==> src/gat_attn_pkg.sv <==
`default_nettype none

package gat_attn_pkg;

  // Datapath widths
  localparam int NUM_FEAT   = 4;
  localparam int WH_W       = 12;
  localparam int A_W        = 8;
  localparam int PROD_W     = WH_W + A_W;
  localparam int DOT_W      = PROD_W + 2;
  localparam int SCORE_W    = DOT_W + 1;

  // Coefficient rescale and clamp range
  localparam int COEF_W     = 8;
  localparam int COEF_SHIFT = 8;
  localparam int COEF_MAX   = 2**(COEF_W-1) - 1;
  localparam int COEF_MIN   = -(2**(COEF_W-1));

  // Subgraph limits with the target node included
  localparam int MAX_NODES  = 16;
  localparam int CNT_W      = $clog2(MAX_NODES + 1);
  localparam int SUM_W      = 12;

  localparam int FIFO_DEPTH = 16;
  localparam int FIFO_AW    = $clog2(FIFO_DEPTH);

  typedef logic signed [WH_W-1:0] wh_elem_t;
  typedef logic signed [A_W-1:0]  a_elem_t;

  typedef wh_elem_t [NUM_FEAT-1:0]   wh_vec_t;
  // Lower half is a_src, upper half a_nbr
  typedef a_elem_t  [2*NUM_FEAT-1:0] a_vec_t;

  typedef struct packed {
    wh_vec_t wh;
    logic    first;
    logic    last;
  } wh_beat_t;

  typedef struct packed {
    logic signed [COEF_W-1:0] coef;
    logic                     last;
  } coef_entry_t;

  typedef struct packed {
    logic signed [COEF_W-1:0] max_coef;
    logic signed [SUM_W-1:0]  sum;
    logic [CNT_W-1:0]         count;
  } sg_stats_t;

  typedef enum logic [0:0] {
    ST_ACCUM,
    ST_HOLD
  } stats_state_t;

endpackage

`default_nettype wire

==> src/attn_coef_unit.sv <==
`timescale 1ns/100ps
`default_nettype none

module attn_coef_unit import gat_attn_pkg::*; (
  input  logic        clk,
  input  logic        rst_n,

  input  logic        a_load_i,
  input  a_vec_t      a_vec_i,

  input  logic        in_valid_i,
  input  wh_beat_t    in_beat_i,
  output logic        in_ready_o,

  input  logic        fifo_full_i,
  output logic        coef_wr_o,
  output coef_entry_t coef_entry_o
);

  a_vec_t                    a_reg;

  logic                      advance;
  logic                      s1_valid;
  logic                      s2_valid;
  logic                      s3_valid;

  logic                      s1_first;
  logic                      s1_last;
  logic signed [PROD_W-1:0]  s1_prod_src [NUM_FEAT];
  logic signed [PROD_W-1:0]  s1_prod_nbr [NUM_FEAT];

  logic signed [DOT_W-1:0]   dot_src;
  logic signed [DOT_W-1:0]   dot_nbr;
  logic signed [DOT_W-1:0]   tgt_term;
  logic signed [DOT_W-1:0]   s2_tgt;
  logic signed [DOT_W-1:0]   s2_nbr;
  logic                      s2_last;

  logic signed [SCORE_W-1:0] score;
  logic signed [SCORE_W-1:0] leaky;
  logic signed [SCORE_W-1:0] scaled;
  logic signed [COEF_W-1:0]  coef_sat;
  coef_entry_t               s3_entry;

  // Whole pipe freezes only when the last stage cannot drain
  assign advance      = !(s3_valid && fifo_full_i);
  assign in_ready_o   = advance;
  assign coef_wr_o    = s3_valid && !fifo_full_i;
  assign coef_entry_o = s3_entry;

  always_ff @(posedge clk or negedge rst_n) begin
    if (!rst_n) begin
      a_reg <= '0;
    end else if (a_load_i) begin
      a_reg <= a_vec_i;
    end
  end

  always_ff @(posedge clk or negedge rst_n) begin
    if (!rst_n) begin
      s1_valid <= 1'b0;
      s2_valid <= 1'b0;
      s3_valid <= 1'b0;
    end else if (advance) begin
      s1_valid <= in_valid_i;
      s2_valid <= s1_valid;
      s3_valid <= s2_valid;
    end
  end

  // Stage 1 element-wise products
  always_ff @(posedge clk) begin
    if (advance) begin
      s1_first <= in_beat_i.first;
      s1_last  <= in_beat_i.last;
      for (int i = 0; i < NUM_FEAT; i++) begin
        s1_prod_src[i] <= $signed(a_reg[i]) * $signed(in_beat_i.wh[i]);
        s1_prod_nbr[i] <= $signed(a_reg[NUM_FEAT+i]) * $signed(in_beat_i.wh[i]);
      end
    end
  end

  always_comb begin
    dot_src = '0;
    dot_nbr = '0;
    for (int i = 0; i < NUM_FEAT; i++) begin
      dot_src = dot_src + s1_prod_src[i];
      dot_nbr = dot_nbr + s1_prod_nbr[i];
    end
  end

  // Target node sets the source term for its whole subgraph
  always_ff @(posedge clk) begin
    if (advance) begin
      s2_tgt  <= s1_first ? dot_src : tgt_term;
      s2_nbr  <= dot_nbr;
      s2_last <= s1_last;
      if (s1_valid && s1_first) begin
        tgt_term <= dot_src;
      end
    end
  end

  // LeakyReLU with slope 1/4 then rescale and clamp
  always_comb begin
    score  = s2_tgt + s2_nbr;
    leaky  = score[SCORE_W-1] ? (score >>> 2) : score;
    scaled = leaky >>> COEF_SHIFT;
    if (scaled > COEF_MAX) begin
      coef_sat = COEF_W'(COEF_MAX);
    end else if (scaled < COEF_MIN) begin
      coef_sat = COEF_W'(COEF_MIN);
    end else begin
      coef_sat = scaled[COEF_W-1:0];
    end
  end

  always_ff @(posedge clk) begin
    if (advance) begin
      s3_entry.coef <= coef_sat;
      s3_entry.last <= s2_last;
    end
  end

endmodule

`default_nettype wire

==> src/coef_fifo.sv <==
`timescale 1ns/100ps
`default_nettype none

module coef_fifo import gat_attn_pkg::*; (
  input  logic        clk,
  input  logic        rst_n,

  input  logic        wr_en_i,
  input  coef_entry_t wr_entry_i,
  output logic        full_o,

  input  logic        rd_en_i,
  output coef_entry_t rd_entry_o,
  output logic        empty_o
);

  coef_entry_t        mem [FIFO_DEPTH];
  logic [FIFO_AW-1:0] wr_ptr;
  logic [FIFO_AW-1:0] rd_ptr;
  logic [FIFO_AW:0]   count;
  logic               do_wr;
  logic               do_rd;

  assign full_o  = (count == (FIFO_AW+1)'(FIFO_DEPTH));
  assign empty_o = (count == '0);
  assign do_wr   = wr_en_i && !full_o;
  assign do_rd   = rd_en_i && !empty_o;

  // Head entry shown directly
  assign rd_entry_o = mem[rd_ptr];

  always_ff @(posedge clk) begin
    if (do_wr) begin
      mem[wr_ptr] <= wr_entry_i;
    end
  end

  // Pointers wrap naturally since depth is a power of two
  always_ff @(posedge clk or negedge rst_n) begin
    if (!rst_n) begin
      wr_ptr <= '0;
      rd_ptr <= '0;
      count  <= '0;
    end else begin
      if (do_wr) begin
        wr_ptr <= wr_ptr + 1'b1;
      end
      if (do_rd) begin
        rd_ptr <= rd_ptr + 1'b1;
      end
      case ({do_wr, do_rd})
        2'b10:   count <= count + 1'b1;
        2'b01:   count <= count - 1'b1;
        default: count <= count;
      endcase
    end
  end

endmodule

`default_nettype wire

==> src/gat_attn_top.sv <==
`timescale 1ns/100ps
`default_nettype none

module gat_attn_top import gat_attn_pkg::*; (
  input  logic      clk,
  input  logic      rst_n,

  input  logic      a_load_i,
  input  a_vec_t    a_vec_i,

  input  logic      in_valid_i,
  input  wh_beat_t  in_beat_i,
  output logic      in_ready_o,

  output logic      out_valid_o,
  input  logic      out_ready_i,
  output sg_stats_t out_stats_o
);

  logic        coef_wr;
  logic        coef_rd;
  logic        fifo_full;
  logic        fifo_empty;
  coef_entry_t wr_entry;
  coef_entry_t rd_entry;

  attn_coef_unit u_attn_coef_unit (
    .clk          (clk          ),
    .rst_n        (rst_n        ),
    .a_load_i     (a_load_i     ),
    .a_vec_i      (a_vec_i      ),
    .in_valid_i   (in_valid_i   ),
    .in_beat_i    (in_beat_i    ),
    .in_ready_o   (in_ready_o   ),
    .fifo_full_i  (fifo_full    ),
    .coef_wr_o    (coef_wr      ),
    .coef_entry_o (wr_entry     )
  );

  coef_fifo u_coef_fifo (
    .clk          (clk          ),
    .rst_n        (rst_n        ),
    .wr_en_i      (coef_wr      ),
    .wr_entry_i   (wr_entry     ),
    .full_o       (fifo_full    ),
    .rd_en_i      (coef_rd      ),
    .rd_entry_o   (rd_entry     ),
    .empty_o      (fifo_empty   )
  );

  subgraph_stats_unit u_subgraph_stats_unit (
    .clk          (clk          ),
    .rst_n        (rst_n        ),
    .fifo_empty_i (fifo_empty   ),
    .fifo_entry_i (rd_entry     ),
    .fifo_rd_o    (coef_rd      ),
    .out_valid_o  (out_valid_o  ),
    .out_ready_i  (out_ready_i  ),
    .out_stats_o  (out_stats_o  )
  );

endmodule

`default_nettype wire

==> src/subgraph_stats_unit.sv <==
`timescale 1ns/100ps
`default_nettype none

module subgraph_stats_unit import gat_attn_pkg::*; (
  input  logic        clk,
  input  logic        rst_n,

  input  logic        fifo_empty_i,
  input  coef_entry_t fifo_entry_i,
  output logic        fifo_rd_o,

  output logic        out_valid_o,
  input  logic        out_ready_i,
  output sg_stats_t   out_stats_o
);

  stats_state_t             state;
  logic signed [COEF_W-1:0] acc_max;
  logic signed [SUM_W-1:0]  acc_sum;
  logic [CNT_W-1:0]         acc_cnt;
  logic signed [COEF_W-1:0] coef;
  logic                     pop;
  logic                     fresh;

  assign coef  = fifo_entry_i.coef;
  assign pop   = (state == ST_ACCUM) && !fifo_empty_i;
  // Zero count marks the start of a new subgraph
  assign fresh = (acc_cnt == '0);

  assign fifo_rd_o            = pop;
  assign out_valid_o          = (state == ST_HOLD);
  assign out_stats_o.max_coef = acc_max;
  assign out_stats_o.sum      = acc_sum;
  assign out_stats_o.count    = acc_cnt;

  always_ff @(posedge clk or negedge rst_n) begin
    if (!rst_n) begin
      state   <= ST_ACCUM;
      acc_cnt <= '0;
    end else begin
      case (state)
        ST_ACCUM: begin
          if (pop) begin
            acc_cnt <= acc_cnt + 1'b1;
            if (fifo_entry_i.last) begin
              state <= ST_HOLD;
            end
          end
        end
        ST_HOLD: begin
          if (out_ready_i) begin
            state   <= ST_ACCUM;
            acc_cnt <= '0;
          end
        end
        default: state <= ST_ACCUM;
      endcase
    end
  end

  always_ff @(posedge clk) begin
    if (pop) begin
      if (fresh || (coef > acc_max)) begin
        acc_max <= coef;
      end
      acc_sum <= fresh ? SUM_W'(coef) : acc_sum + coef;
    end
  end

endmodule

`default_nettype wire

==> config.mk <==
export PLATFORM = sky130hd
export DESIGN_NAME = gat_attn_top
export DESIGN_NICKNAME = d
export VERILOG_FILES = /design/src/gat_attn_pkg.sv /design/src/attn_coef_unit.sv /design/src/coef_fifo.sv /design/src/gat_attn_top.sv /design/src/subgraph_stats_unit.sv
export SDC_FILE = /design/constraint.sdc
export NUM_CORES = 2
export LEC_CHECK = 0
export ABC_AREA = 1
export BUFFER_PORTS_ARGS = -buffer_cell sky130_fd_sc_hd__buf_2
export CORE_MARGIN = 3
export CORE_UTILIZATION = 33
export CTS_BUF_LIST = sky130_fd_sc_hd__clkbuf_16
export CTS_CLUSTER_DIAMETER = 120
export DETAILED_ROUTE_END_ITERATION = 6
export GPL_TIMING_DRIVEN = 1
export PLACE_DENSITY = 0.47
export SETUP_SLACK_MARGIN = 0.02
export SLEW_MARGIN = 20
export SYNTH_ARGS = -nofsm -noshare
export SYNTH_HDL_FRONTEND = slang
export SYNTH_SLANG_ARGS = --single-unit
==> constraint.sdc <==
create_clock -name clk -period 11.1 [get_ports clk]
set_clock_uncertainty 0.05 [all_clocks]
set_input_delay 2.775 -clock clk [delete_from_list [all_inputs] [get_ports clk]]
set_output_delay 2.775 -clock clk [all_outputs]
set_load 0.005 [all_outputs]
# After elaboration in Yosys (flattened, before gate mapping)
# Memories as Yosys holds them, arrays and structs flattened.
# Index checks and enable logic that the tools add are counted.
dict set report classes {
  add_sub_neg 13
  mul 8
  magnitude_cmp 3
  n_eq_ne 5
  muxes 15
  bitwise_logic 2
  reduce_logical 16
}
# operator count
set ops {}
lappend ops {{$mul A8 B12 Y20} 8}
lappend ops {{$add A21 B20 Y22} 2}
lappend ops {{$add A22 B20 Y22} 2}
lappend ops {{$add A20 B20 Y21} 2}
lappend ops {{$add A22 B22 Y23} 1}
lappend ops {{$mux W23} 1}
lappend ops {{$mux W22} 1}
lappend ops {{$pmux W5 S2} 2}
lappend ops {{$gt A15 B8 Y1 const B} 1}
lappend ops {{$lt A15 B8 Y1 const B} 1}
lappend ops {{$add A12 B8 Y12} 1}
lappend ops {{$mux W12} 1}
lappend ops {{$add A5 B1 Y5 const B} 2}
lappend ops {{$logic_not A5 Y1} 2}
lappend ops {{$mux W5} 2}
lappend ops {{$add A4 B1 Y4 const B} 2}
lappend ops {{$gt A8 B8 Y1} 1}
lappend ops {{$mux W8} 1}
lappend ops {{$logic_and A1 B1 Y1} 6}
lappend ops {{$mux W1} 6}
lappend ops {{$reduce_and A2 Y1} 3}
lappend ops {{$eq A5 B5 Y1 const B} 1}
lappend ops {{$sub A5 B1 Y5 const B} 1}
lappend ops {{$ne A2 B2 Y1 const B} 2}
lappend ops {{7 further kinds} 10}
dict set report word_totals {
  ff_bits 184
  mem_bits_rw 304
  output_inout_bits 27
  wordCells 91
  mem_count 3
}
# name depth word_bits rd rd_ports_with_merged_regs wr line
set mem_list {}
lappend mem_list {u_coef_fifo.mem 16 9 1 0 1 coef_fifo.sv:17} ;# coef_entry_t mem [FIFO_DEPTH];
lappend mem_list {u_attn_coef_unit.s1_prod_nbr 4 20 4 0 4 attn_coef_unit.sv:30} ;# logic signed [PROD_W-1:0] s1_prod_nbr [NUM_FEAT];
lappend mem_list {u_attn_coef_unit.s1_prod_src 4 20 4 0 4 attn_coef_unit.sv:29} ;# logic signed [PROD_W-1:0] s1_prod_src [NUM_FEAT];

# Longest topological paths before layout
dict set report logic_depth {
  word_depth 6
  mapped_depth 22
  ltp_nobuf 20
}

# By module
# Synthesis repeated with hierarchy kept, for this count alone.
dict set report unflattened {
  hier_cells 5899
  area_unflattened_um2 52222.6
}
# module n_inst cells_each area_each_um2 seq_area_each_um2
set by_module_without_submodules {}
lappend by_module_without_submodules {attn_coef_unit 1 4985 43444.2 8823.5}
lappend by_module_without_submodules {coef_fifo 1 682 6911.6 4649.5}
lappend by_module_without_submodules {subgraph_stats_unit 1 232 1866.8 750.7}

# Worst setup path before layout
# No wires, ideal clock.
dict set report synth_path {
  path_kind {reg-to-output}
  start {register u_coef_fifo.count[4]}
  end {output in_ready_o}
  t_arrival_ns 5.696
  t_required_ns 8.275
  slack_ns 2.579
  stages_incl_launch_ff 2
  n_path_buf 0
  path_cell_list {dfrtp_1 -> nand3_1}
}
dict set report synth_between {
  elab_chain_len 3
}
# item line
set synth_lines {}
lappend synth_lines {{from (decl)} coef_fifo.sv:20} ;# logic [FIFO_AW:0] count;
lappend synth_lines {{from (signal assigned)} coef_fifo.sv:52} ;# 2'b10: count <= count + 1'b1;
lappend synth_lines {{from (signal assigned)} coef_fifo.sv:53} ;# 2'b01: count <= count - 1'b1;
lappend synth_lines {{from (signal assigned)} coef_fifo.sv:54} ;# default: count <= count;
lappend synth_lines {{$eq A5 B5 Y1} coef_fifo.sv:24} ;# assign full_o = (count == (FIFO_AW+1)'(FIFO_DEPTH));
lappend synth_lines {{$logic_and A1 B1 Y1} attn_coef_unit.sv:46} ;# assign advance = !(s3_valid && fifo_full_i);
lappend synth_lines {{$logic_not A1 Y1} attn_coef_unit.sv:46}
lappend synth_lines {{to (decl)} gat_attn_top.sv:13} ;# output logic in_ready_o,
# No other way between the ends.

==> impl_metrics.json <==
{
  "rows": 144,
  "synth_flop_cell": "edfxtp_1",
  "synth.area.top_cells": "fa_1 28%, edfxtp_1 24%, inv_1 11%, ha_1 9.5%, nand2_1 8.5%",
  "yosys.area.top_type": "fa_1",
  "fp.coreArea_mm2": 0.1542,
  "finalMaxSlewViolations": 0,
  "hold_viol_final": 0,
  "nets": 6806,
  "synth_common_cells": "1,450 x inv_1, 1,157 x nand2_1, 716 x fa_1, 402 x edfxtp_1, 389 x ha_1",
  "path_class": "in2reg",
  "drv_cap": 0,
  "crit_required_ns": 11.44,
  "postCtsSetupBuffers": 0,
  "port_buffers": 145,
  "synthCells": 5550,
  "final-seq-area_mm2": 0.01423,
  "numCtsBuffers": 61,
  "drtIter0Drc": 1927,
  "htree_levels": 2,
  "synth_edf_count": 402,
  "overflow": 0,
  "ys_ff_latch": 488,
  "wl_um": 130200,
  "largest_register_ffs": 144,
  "crit_fanout": 16,
  "cpPeakStageDelay_ns": 0.54,
  "synth-seq-area-share": 0.2772,
  "clkLatencyLatePin_ns": 0.71,
  "slowest_stage": "fa_1",
  "cts.sink_count": 488,
  "die-area_mm2": 0.1603,
  "ant_nets": 0,
  "max_slew_margin": 0.2742,
  "crit_buf_inv": 4,
  "synth_cell_types": 52,
  "grt_max_degree": 79,
  "fmax_ghz": 0.1463,
  "root_buffer": "clkbuf_16",
  "first_pass_iters": 7,
  "cp_common_cell": "fa_1",
  "antenna_found_initial": 5,
  "io_pins": 146,
  "period_share": 0.6158,
  "path_delay_family": "adder cells",
  "yosysMostFrequentCell": "inv_1",
  "multiInputGateArea_mm2": 0.03095,
  "die_w_um": 400.3,
  "gp_congestion": 0.8607,
  "cts_resized": 0,
  "netlist_area_mm2": 0.05132,
  "drc_errors": 0,
  "n_fill_cell": 15890,
  "wl_per_cell_um": 16.95,
  "grt_util_all_layers": 0.1658,
  "via_per_inst": 4.509,
  "status": "finished, final reports clean",
  "final_layout_size_suffix_gt1_frac": 0.06105,
  "r2r_setup_slack_ns": 5.85,
  "synth_top_area_frac": 0.2793,
  "syn_nets": 6774,
  "period_needed_ns": 6.836,
  "rsz0062_at_grt": "no",
  "clkTransAtPathRegs_ns": 0.06,
  "regMostFlops": "u_coef_fifo.mem",
  "async_flop_share": 0.1762,
  "vias": 34630,
  "path_cells": "buf_2 > nand2_1 > fa_1 > fa_1 > inv_1 > fa_1 > inv_1 > fa_1 > inv_1 > ha_1 > nand2_1 > o21ai_0 > nand4_1 > o211ai_1 > a31oi_1 > o21ai_0 > xor2_1",
  "ys.warnings.count": 0,
  "cts_tree": "yes",
  "area_growth_pct": 9.389,
  "start_kind": "primary input",
  "clockBufferDepth": 3,
  "setup_violations": 0,
  "die_h_um": 400.3,
  "cp-end-kind": "flip-flop",
  "hold_buffers": 0,
  "setup_tns_ns": 0,
  "hold_path.class": "reg2reg",
  "worstPathArrival_ns": 7.18,
  "grt_pass1_wl_um": 209400,
  "dp_hpwl_um": 104000,
  "first_global_vias": 37080,
  "worst_pin_slew_ns": 1.085,
  "top_regs": "u_coef_fifo.mem: 144 flops, u_attn_coef_unit.s1_prod_nbr: 80 flops, u_attn_coef_unit.s1_prod_src: 80 flops",
  "initial_core_util": 0.3327,
  "syn_avg_cell_area_um2": 9.246
}
placed cells by master (no fill, tap or decap), drive strengths merged, types with 23 or more instances in the layout:
cell type  count
ha           389
o221ai        24
xor2         131
clkbuf        61
inv         1469
o21ai        167
clkinv        24
nor2         229
a21oi        185
nand2       1169
dfrtp         86
edfxtp       402
buf          156
mux2          57
nand3         61
nor3          23
mux2i         25
fa           716
xnor2         96
cell type report:
class / instances / area share
tap: 2044 / 0.04556
timing repair buffer: 156 / 0.01449
antenna: 1 / 0.00004458
clock inverter: 55 / 0.01088
clock buffer: 61 / 0.02719
inverter: 1452 / 0.09709
multi-input combinational: 3423 / 0.5513
sequential: 488 / 0.2534
cells by family (layout without fill, tap and decap cells):
family | Yosys count | count (layout) | synth area share
DFF | 488 | 488 | 0.2772
other | 0 | 1 | 0
muxes | 82 | 82 | 0.01738
adders and majority gates | 1105 | 1105 | 0.3742
buffers and inverters | 1639 | 1724 | 0.1204
and+or+nand+nor | 1531 | 1531 | 0.1186
xor gates and xnor gates | 227 | 227 | 0.03874
AOI/OAI and AO/OA | 478 | 478 | 0.05354
worst reg2reg max path: cells and delay by family (launching register included):
| family | cells | cell delay (ns) |
|---|---|---|
| AND/OR/NAND/NOR | 3 | 0.42 |
| adder cells (fa/ha/maj) | 5 | 2.38 |
| AO/OA/AOI/OAI | 4 | 1.08 |
| XOR/XNOR | 1 | 0.11 |
| flip-flops | 1 | 0.78 |
| buffers and inverters | 3 | 0.15 |
final timing paths:
kind,start,end,cells past startpoint
setup / recovery,in_beat_i[43],u_attn_coef_unit.s1_prod_src[3][16],17
max in group asynchronous,rst_n,u_attn_coef_unit.a_reg[47],2
hold reg to reg,u_attn_coef_unit.s2_last,u_attn_coef_unit.coef_entry_o[0],0
min in group asynchronous,rst_n,u_coef_fifo.rd_ptr[3],1
setup reg to reg,u_attn_coef_unit.a_reg[26],u_attn_coef_unit.s1_prod_src[3][16],16
hold / removal,u_attn_coef_unit.s2_last,u_attn_coef_unit.coef_entry_o[0],0
stage by stage:
| stage | worst slack (ns) | utilization | hold WS (ns) | std cells | area (um2) |
|---|---|---|---|---|---|
| after detailed placement | 3.608 | 0.3500 | 0.3641 | 7563 | 53980 |
| after global routing | 3.911 | 0.3640 | 0.3752 | 7679 | 56130 |
| after floorplan | 2.579 | - | 0.3503 | 5550 | 51320 |
| after CTS | 4.331 | 0.3639 | 0.3794 | 7679 | 56120 |
| after global placement | 3.633 | 0.3500 | 0.3545 | 7563 | 53980 |
| final | 4.264 | 0.3640 | 0.3844 | 7680 | 56140 |
layer usage:
layer	part of all wire	up-vias	track usage
li1	-	16850	-
met2	0.49	466	0.2865
met1	0.45	17160	0.2163
met5	0.00031	-	0
met3	0.035	143	0.02180
met4	0.032	6	0.05059
Power is not shown: default switching activity piles up to over one toggle a cycle in this logic, so the estimate is an artifact.
